`src/verilog/opu_pkg.sv`:
```
/* Shared operation unit definitions
   Widths, command word layout, opcodes and common types */
`default_nettype none

package opu_pkg;

    // ============================
    // Widths
    // ============================
    localparam int DATA_W = 8;
    localparam int LANES  = 4;
    localparam int WORD_W = DATA_W * LANES;
    localparam int ADDR_W = 16;
    localparam int LEN_W  = 12;
    localparam int CFG_W  = 64;
    localparam int OPC_W  = 3;

    // Command word fields
    localparam int LEN_LSB  = 0;
    localparam int OPC_LSB  = 12;
    localparam int SRC0_LSB = 16;
    localparam int SRC1_LSB = 32;
    localparam int DST_LSB  = 48;

    // ============================
    // Types
    // ============================
    typedef logic [WORD_W-1:0] word_t;
    typedef logic [DATA_W-1:0] lane_t;
    typedef logic [ADDR_W-1:0] addr_t;
    typedef logic [LEN_W-1:0]  len_t;
    typedef logic [CFG_W-1:0]  cfg_t;
    typedef logic [OPC_W-1:0]  opc_t;

    // Opcode values of the command field
    localparam opc_t OPC_KNN = 3'd0;
    localparam opc_t OPC_SHF = 3'd1;
    localparam opc_t OPC_ADD = 3'd2;
    localparam opc_t OPC_CAT = 3'd3;

    typedef enum logic {
        DEC_IDLE,
        DEC_BUSY
    } dec_state_e;

    typedef enum logic [1:0] {
        EXE_IDLE,
        EXE_RUN_A,
        EXE_RUN_B
    } exe_state_e;

endpackage

`default_nettype wire

```
`src/verilog/opu_decode.sv`:
```
/* Command decode
   Accepts a command, splits its fields and either starts it or rejects it */
`default_nettype none

module opu_decode (
    input  logic               clk,
    input  logic               rst_n,
    input  logic               cfg_vld,
    input  opu_pkg::cfg_t      cfg_info,
    input  logic               fin,
    output logic               cfg_rdy,
    output logic               start,
    output logic               op_cat,
    output opu_pkg::addr_t     src0,
    output opu_pkg::addr_t     src1,
    output opu_pkg::addr_t     dst,
    output opu_pkg::len_t      len,
    output logic               done,
    output logic               err
);

    opu_pkg::dec_state_e state;
    opu_pkg::opc_t       opc;
    opu_pkg::len_t       cmd_len;
    logic                cfg_xfer;
    logic                bad_cmd;

    assign cfg_rdy  = (state == opu_pkg::DEC_IDLE);
    assign cfg_xfer = cfg_vld && cfg_rdy;

    assign opc     = cfg_info[opu_pkg::OPC_LSB +: opu_pkg::OPC_W];
    assign cmd_len = cfg_info[opu_pkg::LEN_LSB +: opu_pkg::LEN_W];

    // Only ADD and CAT with a nonzero length reach the datapath
    assign bad_cmd = !((opc == opu_pkg::OPC_ADD) || (opc == opu_pkg::OPC_CAT))
                     || (cmd_len == '0);

    // ============================
    // Busy tracking
    // ============================
    always_ff @(posedge clk or negedge rst_n) begin
        if (!rst_n) begin
            state <= opu_pkg::DEC_IDLE;
            start <= 1'b0;
            done  <= 1'b0;
            err   <= 1'b0;
        end else begin
            start <= cfg_xfer && !bad_cmd;
            // Rejects finish right away, accepted commands wait for fin
            done  <= (cfg_xfer && bad_cmd) || fin;
            err   <= cfg_xfer && bad_cmd;
            case (state)
                opu_pkg::DEC_IDLE: begin
                    if (cfg_xfer) begin
                        state <= opu_pkg::DEC_BUSY;
                    end
                end
                default: begin
                    if (done) begin
                        state <= opu_pkg::DEC_IDLE;
                    end
                end
            endcase
        end
    end

    // Field capture
    always_ff @(posedge clk) begin
        if (cfg_xfer) begin
            op_cat <= (opc == opu_pkg::OPC_CAT);
            src0   <= cfg_info[opu_pkg::SRC0_LSB +: opu_pkg::ADDR_W];
            src1   <= cfg_info[opu_pkg::SRC1_LSB +: opu_pkg::ADDR_W];
            dst    <= cfg_info[opu_pkg::DST_LSB +: opu_pkg::ADDR_W];
            len    <= cmd_len;
        end
    end

endmodule

`default_nettype wire

```
`src/verilog/opu_execute.sv`:
```
/* Execute stage
   Issues buffer reads on both channels and forms ADD sums or CAT copies */
`default_nettype none

module opu_execute (
    input  logic            clk,
    input  logic            rst_n,
    input  logic            start,
    input  logic            op_cat,
    input  opu_pkg::addr_t  src0,
    input  opu_pkg::addr_t  src1,
    input  opu_pkg::len_t   len,
    output opu_pkg::addr_t  rd0_addr,
    output logic            rd0_addr_vld,
    input  logic            rd0_addr_rdy,
    input  opu_pkg::word_t  rd0_dat,
    input  logic            rd0_dat_vld,
    output logic            rd0_dat_rdy,
    output opu_pkg::addr_t  rd1_addr,
    output logic            rd1_addr_vld,
    input  logic            rd1_addr_rdy,
    input  opu_pkg::word_t  rd1_dat,
    input  logic            rd1_dat_vld,
    output logic            rd1_dat_rdy,
    output logic            out_vld,
    input  logic            out_rdy,
    output opu_pkg::word_t  out_dat,
    output logic            out_last
);

    opu_pkg::exe_state_e state;
    logic                cat_q;
    opu_pkg::len_t       len_q;
    opu_pkg::len_t       len_m1;
    opu_pkg::addr_t      addr_q  [2];
    opu_pkg::len_t       iss_cnt [2];
    opu_pkg::len_t       rcv_cnt [2];
    logic [1:0]          outst   [2];
    logic [1:0]          ch_act;
    logic [1:0]          addr_vld;
    logic [1:0]          addr_xfer;
    logic [1:0]          dat_rdy;
    logic [1:0]          dat_xfer;
    logic                can_acc;
    logic                take;
    logic                last_word;
    opu_pkg::word_t      sum_dat;

    // ============================
    // Read address issue
    // ============================
    assign ch_act[0] = (state == opu_pkg::EXE_RUN_A);
    assign ch_act[1] = ((state == opu_pkg::EXE_RUN_A) && !cat_q) || (state == opu_pkg::EXE_RUN_B);

    always_comb begin
        for (int i = 0; i < 2; i++) begin
            addr_vld[i] = ch_act[i] && (iss_cnt[i] != len_q) && (outst[i] != 2'd2);
        end
    end

    assign rd0_addr     = addr_q[0];
    assign rd1_addr     = addr_q[1];
    assign rd0_addr_vld = addr_vld[0];
    assign rd1_addr_vld = addr_vld[1];
    assign addr_xfer    = addr_vld & {rd1_addr_rdy, rd0_addr_rdy};

    // ============================
    // Read data acceptance
    // ============================
    assign can_acc = !out_vld || out_rdy;

    // ADD pairs one word from each channel in the same cycle
    always_comb begin
        if (!cat_q) begin
            dat_rdy[0] = ch_act[0] && can_acc && rd1_dat_vld;
            dat_rdy[1] = ch_act[1] && can_acc && rd0_dat_vld;
        end else begin
            dat_rdy[0] = ch_act[0] && can_acc;
            dat_rdy[1] = ch_act[1] && can_acc;
        end
    end

    assign rd0_dat_rdy = dat_rdy[0];
    assign rd1_dat_rdy = dat_rdy[1];
    assign dat_xfer    = dat_rdy & {rd1_dat_vld, rd0_dat_vld};
    assign take        = |dat_xfer;
    assign len_m1      = len_q - 1'b1;

    // Final word of ADD, or of the second vector of CAT
    assign last_word = (state == opu_pkg::EXE_RUN_B) ? (rcv_cnt[1] == len_m1)
                     : (!cat_q && (rcv_cnt[0] == len_m1));

    // Lane-wise sum modulo 256 per lane
    always_comb begin
        for (int k = 0; k < opu_pkg::LANES; k++) begin
            sum_dat[k*opu_pkg::DATA_W +: opu_pkg::DATA_W] =
                opu_pkg::lane_t'(rd0_dat[k*opu_pkg::DATA_W +: opu_pkg::DATA_W]
                               + rd1_dat[k*opu_pkg::DATA_W +: opu_pkg::DATA_W]);
        end
    end

    always_ff @(posedge clk or negedge rst_n) begin
        if (!rst_n) begin
            state   <= opu_pkg::EXE_IDLE;
            cat_q   <= 1'b0;
            len_q   <= '0;
            out_vld <= 1'b0;
            for (int i = 0; i < 2; i++) begin
                iss_cnt[i] <= '0;
                rcv_cnt[i] <= '0;
                outst[i]   <= 2'd0;
            end
        end else begin
            if (start) begin
                state <= opu_pkg::EXE_RUN_A;
                cat_q <= op_cat;
                len_q <= len;
            end else if (take && (state == opu_pkg::EXE_RUN_A) && (rcv_cnt[0] == len_m1)) begin
                state <= cat_q ? opu_pkg::EXE_RUN_B : opu_pkg::EXE_IDLE;
            end else if (take && last_word) begin
                state <= opu_pkg::EXE_IDLE;
            end
            for (int i = 0; i < 2; i++) begin
                if (start) begin
                    iss_cnt[i] <= '0;
                    rcv_cnt[i] <= '0;
                end else begin
                    if (addr_xfer[i]) begin
                        iss_cnt[i] <= iss_cnt[i] + 1'b1;
                    end
                    if (dat_xfer[i]) begin
                        rcv_cnt[i] <= rcv_cnt[i] + 1'b1;
                    end
                end
                // Reads in flight on this channel
                if (addr_xfer[i] && !dat_xfer[i]) begin
                    outst[i] <= outst[i] + 2'd1;
                end else if (!addr_xfer[i] && dat_xfer[i]) begin
                    outst[i] <= outst[i] - 2'd1;
                end
            end
            if (take) begin
                out_vld <= 1'b1;
            end else if (out_rdy) begin
                out_vld <= 1'b0;
            end
        end
    end

    // Address pointers and output word
    always_ff @(posedge clk) begin
        if (start) begin
            addr_q[0] <= src0;
            addr_q[1] <= src1;
        end else begin
            for (int i = 0; i < 2; i++) begin
                if (addr_xfer[i]) begin
                    addr_q[i] <= addr_q[i] + 1'b1;
                end
            end
        end
        if (take) begin
            out_dat  <= !cat_q ? sum_dat : (dat_xfer[0] ? rd0_dat : rd1_dat);
            out_last <= last_word;
        end
    end

endmodule

`default_nettype wire

```
`src/verilog/opu_result.sv`:
```
/* Result write-back
   Two-entry queue in front of the buffer write channel */
`default_nettype none

module opu_result (
    input  logic            clk,
    input  logic            rst_n,
    input  logic            start,
    input  opu_pkg::addr_t  dst,
    input  logic            out_vld,
    output logic            out_rdy,
    input  opu_pkg::word_t  out_dat,
    input  logic            out_last,
    output opu_pkg::addr_t  wr_addr,
    output opu_pkg::word_t  wr_dat,
    output logic            wr_vld,
    input  logic            wr_rdy,
    output logic            fin
);

    opu_pkg::word_t q_dat  [2];
    logic           q_last [2];
    logic           wr_ptr;
    logic           rd_ptr;
    logic [1:0]     count;
    logic           push;
    logic           pop;

    assign out_rdy = (count != 2'd2);
    assign wr_vld  = (count != 2'd0);
    assign wr_dat  = q_dat[rd_ptr];
    assign push    = out_vld && out_rdy;
    assign pop     = wr_vld && wr_rdy;

    // ============================
    // Queue control
    // ============================
    always_ff @(posedge clk or negedge rst_n) begin
        if (!rst_n) begin
            wr_ptr <= 1'b0;
            rd_ptr <= 1'b0;
            count  <= 2'd0;
            fin    <= 1'b0;
        end else begin
            if (push) begin
                wr_ptr <= ~wr_ptr;
            end
            if (pop) begin
                rd_ptr <= ~rd_ptr;
            end
            if (push && !pop) begin
                count <= count + 2'd1;
            end else if (!push && pop) begin
                count <= count - 2'd1;
            end
            // Command complete once its last word is written
            fin <= pop && q_last[rd_ptr];
        end
    end

    // Queue storage
    always_ff @(posedge clk) begin
        if (push) begin
            q_dat[wr_ptr]  <= out_dat;
            q_last[wr_ptr] <= out_last;
        end
    end

    // Destination walks up from dst
    always_ff @(posedge clk) begin
        if (start) begin
            wr_addr <= dst;
        end else if (pop) begin
            wr_addr <= wr_addr + 1'b1;
        end
    end

endmodule

`default_nettype wire

```
`src/verilog/opu_top.sv`:
```
/* Shared operation unit top level
   Decode, execute and write-back around the on-chip buffer ports */
`default_nettype none

module opu_top (
    input  logic            clk,
    input  logic            rst_n,

    // Command channel
    input  logic            cfg_vld,
    output logic            cfg_rdy,
    input  opu_pkg::cfg_t   cfg_info,

    // Read channel 0
    output opu_pkg::addr_t  rd0_addr,
    output logic            rd0_addr_vld,
    input  logic            rd0_addr_rdy,
    input  opu_pkg::word_t  rd0_dat,
    input  logic            rd0_dat_vld,
    output logic            rd0_dat_rdy,

    // Read channel 1
    output opu_pkg::addr_t  rd1_addr,
    output logic            rd1_addr_vld,
    input  logic            rd1_addr_rdy,
    input  opu_pkg::word_t  rd1_dat,
    input  logic            rd1_dat_vld,
    output logic            rd1_dat_rdy,

    // Write channel
    output opu_pkg::addr_t  wr_addr,
    output opu_pkg::word_t  wr_dat,
    output logic            wr_vld,
    input  logic            wr_rdy,

    // Completion
    output logic            done,
    output logic            err
);

    // ============================
    // Internal links
    // ============================
    logic            start;
    logic            op_cat;
    opu_pkg::addr_t  src0;
    opu_pkg::addr_t  src1;
    opu_pkg::addr_t  dst;
    opu_pkg::len_t   len;
    logic            fin;
    logic            out_vld;
    logic            out_rdy;
    opu_pkg::word_t  out_dat;
    logic            out_last;

    opu_decode u_decode (.*);

    opu_execute u_execute (.*);

    opu_result u_result (.*);

endmodule

`default_nettype wire
```
`config.mk`:
```
export PLATFORM = sky130hd
export DESIGN_NAME = opu_top
export DESIGN_NICKNAME = d
export VERILOG_FILES = /design/src/verilog/opu_pkg.sv /design/src/verilog/opu_decode.sv /design/src/verilog/opu_execute.sv /design/src/verilog/opu_result.sv /design/src/verilog/opu_top.sv
export SDC_FILE = /design/constraint.sdc
export NUM_CORES = 1
export LEC_CHECK = 0
export ABC_CLOCK_PERIOD_IN_PS = 4800
export BUFFER_PORTS_ARGS = -buffer_cell sky130_fd_sc_hd__buf_2
export CORE_MARGIN = 4
export CORE_UTILIZATION = 62
export DETAILED_ROUTE_END_ITERATION = 10
export PLACE_DENSITY = 0.85
export SYNTH_ARGS = -nofsm -noshare
export SYNTH_HDL_FRONTEND = slang
export SYNTH_SLANG_ARGS = --single-unit
```
`constraint.sdc`:
```
create_clock -name clk -period 4.8 [get_ports clk]
set_input_delay 0.48 -clock clk [delete_from_list [all_inputs] [get_ports clk]]
set_output_delay 0.48 -clock clk [all_outputs]
set_load 0.02 [all_outputs]
```
### Yosys cells after proc, flatten, opt, wreduce, memory -nomap -nowiden

Memory sizes are Yosys's and may differ from the RTL's.
Cells that the tools add are included.
Widths: inputs -> output; s select.

| operators by class | value |
|---|---|
| bitwise logic cells | 7 |
| order comparisons | 0 |
| shift-type cells | 0 |
| reductions and logical operators | 53 |
| mux-type cells | 41 |
| add/subtract/negate cells | 18 |
| divide/modulo/power cells | 0 |
| multipliers | 0 |
| equality and inequality tests | 11 |

Operator list:

| operator | number |
|---|---|
| $mux 12 | 8 |
| $mux 16 | 4 |
| $mux 32 | 2 |
| $add 12x1->12 const B | 4 |
| $add 16x1->16 const B | 3 |
| $add 8x8->8 | 4 |
| $logic_and 1x1->1 | 25 |
| $eq 12x12->1 | 2 |
| $ne 12x12->1 | 2 |
| $mux 2 | 11 |
| $reduce_bool 2->1 | 10 |
| $mux 1 | 16 |
| $logic_not 12->1 | 1 |
| $sub 12x1->12 const B | 1 |
| $logic_not 1->1 | 10 |
| $add 2x1->2 const B | 3 |
| $eq 3x2->1 const B | 2 |
| $ne 2x2->1 const B | 3 |
| $sub 2x1->2 const B | 3 |
| $logic_or 1x1->1 | 5 |
| $and 2x2->2 | 2 |
| $not 1->1 | 3 |
| $reduce_bool 3->1 | 1 |
| $eq 2x1->1 const B | 1 |
| other kinds (3) | 4 |

| word-level totals | value |
|---|---|
| bits in latches | 0 |
| output and inout port bits | 88 |
| memory bits (read-only) | 0 |
| memories | 3 |
| bits of input ports | 136 |
| bits in registers | 187 |
| word-level logic and storage cells | 159 |
| memory bits (writable) | 98 |

Memories:

| memory | words | bits a word | rd ports | clocked after Yosys merged registers in | wr ports | line | source |
|---|---|---|---|---|---|---|---|
| u_result.q_dat | 2 | 32 | 1 | 0 | 1 | opu_result.sv:21 | `opu_pkg::word_t q_dat [2];` |
| u_execute.addr_q | 2 | 16 | 2 | 0 | 2 | opu_execute.sv:35 | `opu_pkg::addr_t addr_q [2];` |
| u_result.q_last | 2 | 1 | 1 | 0 | 1 | opu_result.sv:22 | `logic q_last [2];` |

### Longest topological paths before layout

| logic depth | value |
|---|---|
| word-level depth | 12 |
| mapped depth | 11 |
| gate-level depth less buffers | 10 |

### Cells and area by module

Synthesis repeated with hierarchy kept, for this count alone.

| unflattened totals | value |
|---|---|
| cell total of the unflattened synthesis | 1,241 |
| area total of the unflattened synthesis | 14,601.5 µm² |

Modules (own cells, without submodules):

| module | area an instance (µm²) | cells each | sequential area each (µm²) | times used |
|---|---|---|---|---|
| opu_execute | 9,044.9 | 944 | 3,653.5 | 1 |
| opu_result | 3,530.9 | 218 | 2,587.5 | 1 |
| opu_decode | 2,025.7 | 79 | 1,931.9 | 1 |

### Worst setup path before layout

OpenSTA, ideal clock, no wires.

| timing | value |
|---|---|
| kind | reg2reg |
| start | reg u_result.count[0] |
| end | reg u_execute.out_dat[0] (enable) |
| clock period less this slack | 2,861 ps |
| data required time | 4,409 ps |
| buffers on the path | 2 |
| setup time | 391 ps |
| arrival time | 2,471 ps |
| path slack | 1,939 ps |
| stages on the path, launching flop included | 7 |
| path through | dfrtp_1 > and3b_1 > clkbuf_1 > nor4_1 > inv_1 > clkbuf_1 > nand2_1 |

| between the ends | value |
|---|---|
| longest elaborated chain between the ends | 7 |
| elaborated cells on any way between the ends | 9 |
| classes of those cells | eq/ne (1); mux (1); bitwise (1); reduce/logical (6) |

RTL lines:

| what | line | source |
|---|---|---|
| from (decl) | opu_result.sv:25 | `logic [1:0] count;` |
| from (signal assigned) | opu_result.sv:52 | `count <= count + 2'd1;` |
| from (signal assigned) | opu_result.sv:54 | `count <= count - 2'd1;` |
| $ne 2x2->1 (*) | opu_result.sv:29 | `assign out_rdy = (count != 2'd2);` |
| $logic_or 1x1->1 (*) | opu_execute.sv:70 | `assign can_acc = !out_vld \|\| out_rdy;` |
| $logic_and 1x1->1, on equally long branches | - |  |
| $logic_and 1x1->1, on equally long branches | opu_execute.sv:75, opu_execute.sv:76 |  |
| $mux 2 (*) | opu_execute.sv:74 | `if (!cat_q) begin` |
| $and 2x2->2 (*) | opu_execute.sv:85 | `assign dat_xfer = dat_rdy & {rd1_dat_vld, rd0_dat_vld};` |
| $reduce_or 2->1 (*) | opu_execute.sv:86 | `assign take = \|dat_xfer;` |
| named net u_execute.take | opu_execute.sv:45 | `logic take;` |
| to (signal assigned) | opu_execute.sv:163 | `out_dat <= !cat_q ? sum_dat : (dat_xfer[0] ? rd0_dat : rd1_dat);` |
| to (decl) | opu_execute.sv:27 | `output opu_pkg::word_t out_dat,` |

The timed path passes the listed nets; every way through them passes the cells marked *.
A chain may end at the register's enable or synchronous reset.

### Worst setup path in the final report

| timing | value |
|---|---|
| start | reg u_execute.len_q[0] |
| end | reg u_execute.state[1] |

| between the ends | value |
|---|---|
| longest elaborated chain between the ends | 6 |
| elaborated cells on any way between the ends | 10 |
| classes of those cells | add/sub (1); eq/ne (2); mux (3); reduce/logical (4) |

RTL lines:

| what | line | source |
|---|---|---|
| from (decl) | opu_execute.sv:33 | `opu_pkg::len_t len_q;` |
| from (signal assigned) | opu_execute.sv:117 | `len_q <= len;` |
| $sub 12x1->12 (*) | opu_execute.sv:87 | `assign len_m1 = len_q - 1'b1;` |
| $eq 12x12->1 | opu_execute.sv:91, opu_execute.sv:118 |  |
| $logic_and 1x1->1 | opu_execute.sv:91 | `: (!cat_q && (rcv_cnt[0] == len_m1));` |
| $mux 1 | opu_execute.sv:90 | `assign last_word = (state == opu_pkg::EXE_RUN_B) ? (rcv_cnt[1] == len_m1)` |
| $logic_and 1x1->1 | opu_execute.sv:120 | `end else if (take && last_word) begin` |
| $reduce_bool 3->1 (no line) | - |  |
| to (signal assigned) | opu_execute.sv:104 | `state <= opu_pkg::EXE_IDLE;` |
| to (signal assigned) | opu_execute.sv:119 | `state <= cat_q ? opu_pkg::EXE_RUN_B : opu_pkg::EXE_IDLE;` |
| to (signal assigned) | opu_execute.sv:121 | `state <= opu_pkg::EXE_IDLE;` |
| to (decl) | opu_execute.sv:31 | `opu_pkg::exe_state_e state;` |

Mark *: on every way between the ends. The rest lies on a longest branch, timed or not.

==> impl_metrics.xml <==
<?xml version="1.0" encoding="UTF-8"?>
<metrics>
  <group name="grt">
    <metric name="grtUsageTotal" unit="%">25.6</metric>
    <metric name="grt_pass1_wl" unit="um">53600</metric>
    <metric name="largest_net_degree_at_the_start_of_global_routing" unit="">78</metric>
    <metric name="antenna_found_initial" unit="">3</metric>
    <metric name="number_of_global_route_vias_before_repair" unit="">10433</metric>
    <metric name="globalRouteOverflowTotal" unit="">0</metric>
  </group>
  <group name="cts">
    <metric name="cts.htree.levels" unit="">1</metric>
    <metric name="clock_sinks" unit="">285</metric>
    <metric name="cts-root-buf" unit="">sky130_fd_sc_hd__clkbuf_16</metric>
    <metric name="tritoncts" unit="">built</metric>
    <metric name="clock_path_buffers" unit="">3</metric>
    <metric name="clk_pin_slew_worst_paths" unit="ns">0.06</metric>
    <metric name="post_cts_resized" unit="">0</metric>
    <metric name="post_cts_buffers" unit="">0</metric>
    <metric name="cts-hold-fix-buffers" unit="">0</metric>
    <metric name="clk_latency" unit="ns">0.55</metric>
    <metric name="numCtsBuffers" unit="">29</metric>
  </group>
  <group name="routing">
    <metric name="drt_pre_antenna_iters" unit="">7</metric>
    <metric name="detail_route.iter0.violations" unit="">1053</metric>
    <metric name="wl_per_cell" unit="um">18.9</metric>
    <metric name="ant_nets" unit="">0</metric>
    <metric name="via_count" unit="">10457</metric>
    <metric name="postRouteWirelength" unit="um">33500</metric>
    <metric name="detail_route.vias_per_cell" unit="">5.89</metric>
    <metric name="remaining_drc_errors" unit="">0</metric>
  </group>
  <group name="placement">
    <metric name="place.detailed.hpwl" unit="um">22800</metric>
    <metric name="placement_stage_worst_setup_slack" unit="ns">1.68</metric>
    <metric name="gp_routability_congestion" unit="">0.898</metric>
    <metric name="port_buffer_count" unit="">222</metric>
  </group>
  <group name="layout">
    <metric name="post-route-util" unit="%">73.6</metric>
    <metric name="final_nets" unit="">1642</metric>
    <metric name="post_route_cells_drive_above_1_share" unit="%">22.8</metric>
    <metric name="area_delta_synth_final" unit="%">16.6</metric>
    <metric name="fillers" unit="">1471</metric>
  </group>
  <group name="setup_path">
    <metric name="worst-setup-path-type" unit="">register to register</metric>
    <metric name="critical_path_arrival" unit="ns">3.67</metric>
    <metric name="regToRegEndpoint" unit="">u_execute.state[1]$_DFFE_PN0P_</metric>
    <metric name="crit_end" unit="">u_execute.state[1]$_DFFE_PN0P_</metric>
    <metric name="timing.reg2reg.setup_slack" unit="ns">1.55</metric>
    <metric name="end_kind" unit="">register</metric>
    <metric name="cp_max_fo" unit="">8</metric>
    <metric name="crit_required" unit="ns">5.21</metric>
    <metric name="r2r-start" unit="">u_execute.len_q[0]$_DFFE_PN0P_</metric>
    <metric name="worst-r2r-cell-count" unit="">9</metric>
    <metric name="cp-startpoint" unit="">u_execute.len_q[0]$_DFFE_PN0P_</metric>
    <metric name="element_type_at_the_critical_path_start" unit="">register</metric>
  </group>
  <group name="timing">
    <metric name="worst_tran_pin_value" unit="ns">1.18</metric>
    <metric name="finalSetupViolations" unit="">0</metric>
    <metric name="rsz_0062_raised_after_global_routing" unit="">no</metric>
    <metric name="finalCriticalPeriod" unit="ns">3.25</metric>
    <metric name="fin_setup_tns" unit="ns">0</metric>
    <metric name="fin_skew" unit="ns">0.0172</metric>
    <metric name="fin_crit_sh" unit="%">67.8</metric>
    <metric name="achievable-frequency" unit="MHz">307</metric>
    <metric name="setup_ws" unit="ns">1.55</metric>
    <metric name="timing.final.max_slew_violations" unit="">0</metric>
    <metric name="relSlewSlack" unit="%">21.1</metric>
    <metric name="fin_worst_hold_slack" unit="ns">0.0993</metric>
    <metric name="hold_viol" unit="">0</metric>
  </group>
  <group name="power">
    <metric name="power.leakage" unit="nW">6.76</metric>
    <metric name="p_total" unit="W">0.00830</metric>
    <metric name="switching_part_of_the_total" unit="%">33.4</metric>
    <metric name="pwr-share-comb" unit="%">27.6</metric>
    <metric name="power.net_switching" unit="W">0.00277</metric>
    <metric name="seq_power_share" unit="%">43.6</metric>
    <metric name="vdd_ir_drop_max" unit="uV">316</metric>
    <metric name="power_frac_clock" unit="%">28.9</metric>
    <metric name="cellInternalPower" unit="W">0.00552</metric>
    <metric name="areal_power_density_over_the_cells" unit="nW/um^2">498</metric>
  </group>
  <group name="status">
    <metric name="outcome" unit="">finished clean</metric>
  </group>
  <group name="floorplan">
    <metric name="boundaryPins" unit="">224</metric>
    <metric name="initial_core_utilization" unit="%">63.1</metric>
    <metric name="row_count" unit="">55</metric>
    <metric name="die_w" unit="um">160</metric>
    <metric name="chipHeight" unit="um">160</metric>
    <metric name="die_area" unit="sq um">25500</metric>
    <metric name="floorplan.core_area" unit="sq um">22600</metric>
  </group>
  <group name="hold_path">
    <metric name="hold_path.class" unit="">primary input to async pin</metric>
  </group>
  <group name="yosys">
    <metric name="synthesis.yosys.warnings" unit="">0</metric>
    <metric name="synth_edf_count" unit="">208</metric>
    <metric name="ys_async_sr_fraction" unit="%">27.0</metric>
    <metric name="syn-instance-count" unit="">1258</metric>
    <metric name="synth.top_cells.by_count" unit="">sky130_fd_sc_hd__edfxtp_1, sky130_fd_sc_hd__nand2_1, sky130_fd_sc_hd__nor2_1</metric>
    <metric name="synth.most_common_cell" unit="">sky130_fd_sc_hd__edfxtp_1</metric>
    <metric name="post_synth_instance_area" unit="sq um">14300</metric>
    <metric name="synth_top_area_share" unit="%">43.7</metric>
    <metric name="synth-main-ff-cell" unit="">sky130_fd_sc_hd__edfxtp_1</metric>
    <metric name="synth_fp_nets" unit="">1437</metric>
    <metric name="synth_top_cells_by_area" unit="">sky130_fd_sc_hd__edfxtp_1, sky130_fd_sc_hd__dfrtp_1, sky130_fd_sc_hd__xor2_1</metric>
    <metric name="netlist.top_cell.by_area" unit="">sky130_fd_sc_hd__edfxtp_1</metric>
    <metric name="synthesis.area_per_instance" unit="sq um">11.4</metric>
    <metric name="yosys_register_bits" unit="">285</metric>
    <metric name="yosysSeqAreaShare" unit="%">57.2</metric>
    <metric name="synth.lib_cells_used.distinct" unit="">54</metric>
  </group>
  <group name="flow_run">
    <metric name="maxCapViolations" unit="">0</metric>
  </group>
</metrics>
worst min path at each step:
stage,end,slack (ns),depth (start not counted),startpoint
after floorplan,u_decode.done$_DFF_PN0_,0.18,0,rst_n
after global placement,u_result.q_dat[0][6]$_DFFE_PP_,0.42,0,u_execute.out_dat[6]$_DFFE_PP_
after detailed placement,u_result.q_dat[0][31]$_DFFE_PP_,0.43,0,u_execute.out_dat[31]$_DFFE_PP_
after CTS,u_decode.dst[12]$_DFFE_PP_,0.09,1,cfg_info[60]
after global routing,u_decode.dst[1]$_DFFE_PP_,0.08,1,cfg_info[49]
final,u_execute.rcv_cnt[3]$_DFFE_PN0P_,0.1,1,rst_n
stage by stage:
| stage | area [sq um] | std cells |
|---|---|---|
| final | 16700 | 1775 |
| after CTS | 16600 | 1771 |
| after detailed placement | 15600 | 1717 |
| after global placement | 15600 | 1717 |
| after global routing | 16600 | 1773 |
| after floorplan | 14300 | 1258 |
final cells by class:
class,count,area [sq um],share of cell area (%)
repair buffers,232,1190,7.14
diodes,4,10.0,0.0601
clock buffers,31,733,4.40
multi-input cells,868,5720,34.4
inverters,47,176,1.06
well taps,285,357,2.14
flip-flops and latches,285,8180,49.1
clock inverters,23,290,1.74
cells in the final DEF, fill, tap and decap left out, types with 19 or more instances in the layout:
master	instances
sky130_fd_sc_hd__buf_2	221
sky130_fd_sc_hd__edfxtp_1	208
sky130_fd_sc_hd__nand2_1	137
sky130_fd_sc_hd__nor2_1	119
sky130_fd_sc_hd__xor2_1	98
sky130_fd_sc_hd__dfrtp_1	75
sky130_fd_sc_hd__xnor2_1	69
sky130_fd_sc_hd__a21oi_1	57
sky130_fd_sc_hd__nand3_1	47
sky130_fd_sc_hd__inv_1	46
sky130_fd_sc_hd__mux2_2	42
sky130_fd_sc_hd__o21ai_0	40
sky130_fd_sc_hd__ha_1	39
sky130_fd_sc_hd__clkbuf_16	29
sky130_fd_sc_hd__nor3_1	24
sky130_fd_sc_hd__a31oi_1	22
sky130_fd_sc_hd__nand4_1	21
sky130_fd_sc_hd__and3_1	19
sequential cells by signal, summed over array words and instances, names as in the netlist, 4 cells and up:
register	flops
u_execute.addr_q	32
u_execute.rcv_cnt	24
u_decode.src0	16
u_execute.iss_cnt	24
u_decode.src1	16
u_decode.dst	16
u_execute.len_q	12
u_execute.out_dat	32
u_execute.outst	4
u_result.wr_addr	16
u_result.q_dat	64
u_decode.len	12
critical path, cell delays in order (launching register included):
cell and delay (ns):
sky130_fd_sc_hd__dfrtp_1 0.52, sky130_fd_sc_hd__inv_1 0.13, sky130_fd_sc_hd__ha_1 0.37, sky130_fd_sc_hd__nor3b_1 0.38, sky130_fd_sc_hd__xnor3_1 0.28, sky130_fd_sc_hd__a2111oi_0 0.48
sky130_fd_sc_hd__nand3_1 0.17, sky130_fd_sc_hd__or4b_1 0.50, sky130_fd_sc_hd__o221ai_1 0.19, sky130_fd_sc_hd__o211ai_1 0.10
kinds of logic (layout without fill, tap and decap cells):
kind of cell / count (synthesis) / after routing / share of synthesized area, %
AND/OR/NAND/NOR: 444 / 444 / 14.8
XOR/XNOR: 168 / 168 / 10.4
other: 0 / 4 / 0
adder cells (fa/ha/maj): 43 / 43 / 3.98
flip-flops: 285 / 285 / 57.2
buffers and inverters: 105 / 333 / 2.88
multiplexers: 51 / 51 / 3.94
AO/OA/AOI/OAI: 162 / 162 / 6.82
layer usage:
metal	share of wire, %	vias to the layer above	routed length [um]	track usage, %
met4	4.1	0	1380	10.3
met5	0	-	0	0
met3	6.4	106	2140	3.54
met1	41	5040	13800	34.5
met2	48	432	16200	42.6
li1	-	4879	-	-
power groups by stage:
stage          Clock [W]  Combinational (W)  Sequential, W
3_3_place_gp           0            0.00218        0.00362
5_1_grt          0.00254            0.00250        0.00366
4_1_cts          0.00242            0.00228        0.00361
3_5_place_dp           0            0.00225        0.00365
2_1_floorplan          0            0.00167        0.00352
6_report         0.00239            0.00229        0.00362
Note: power is estimated with default switching activity, not from simulation.
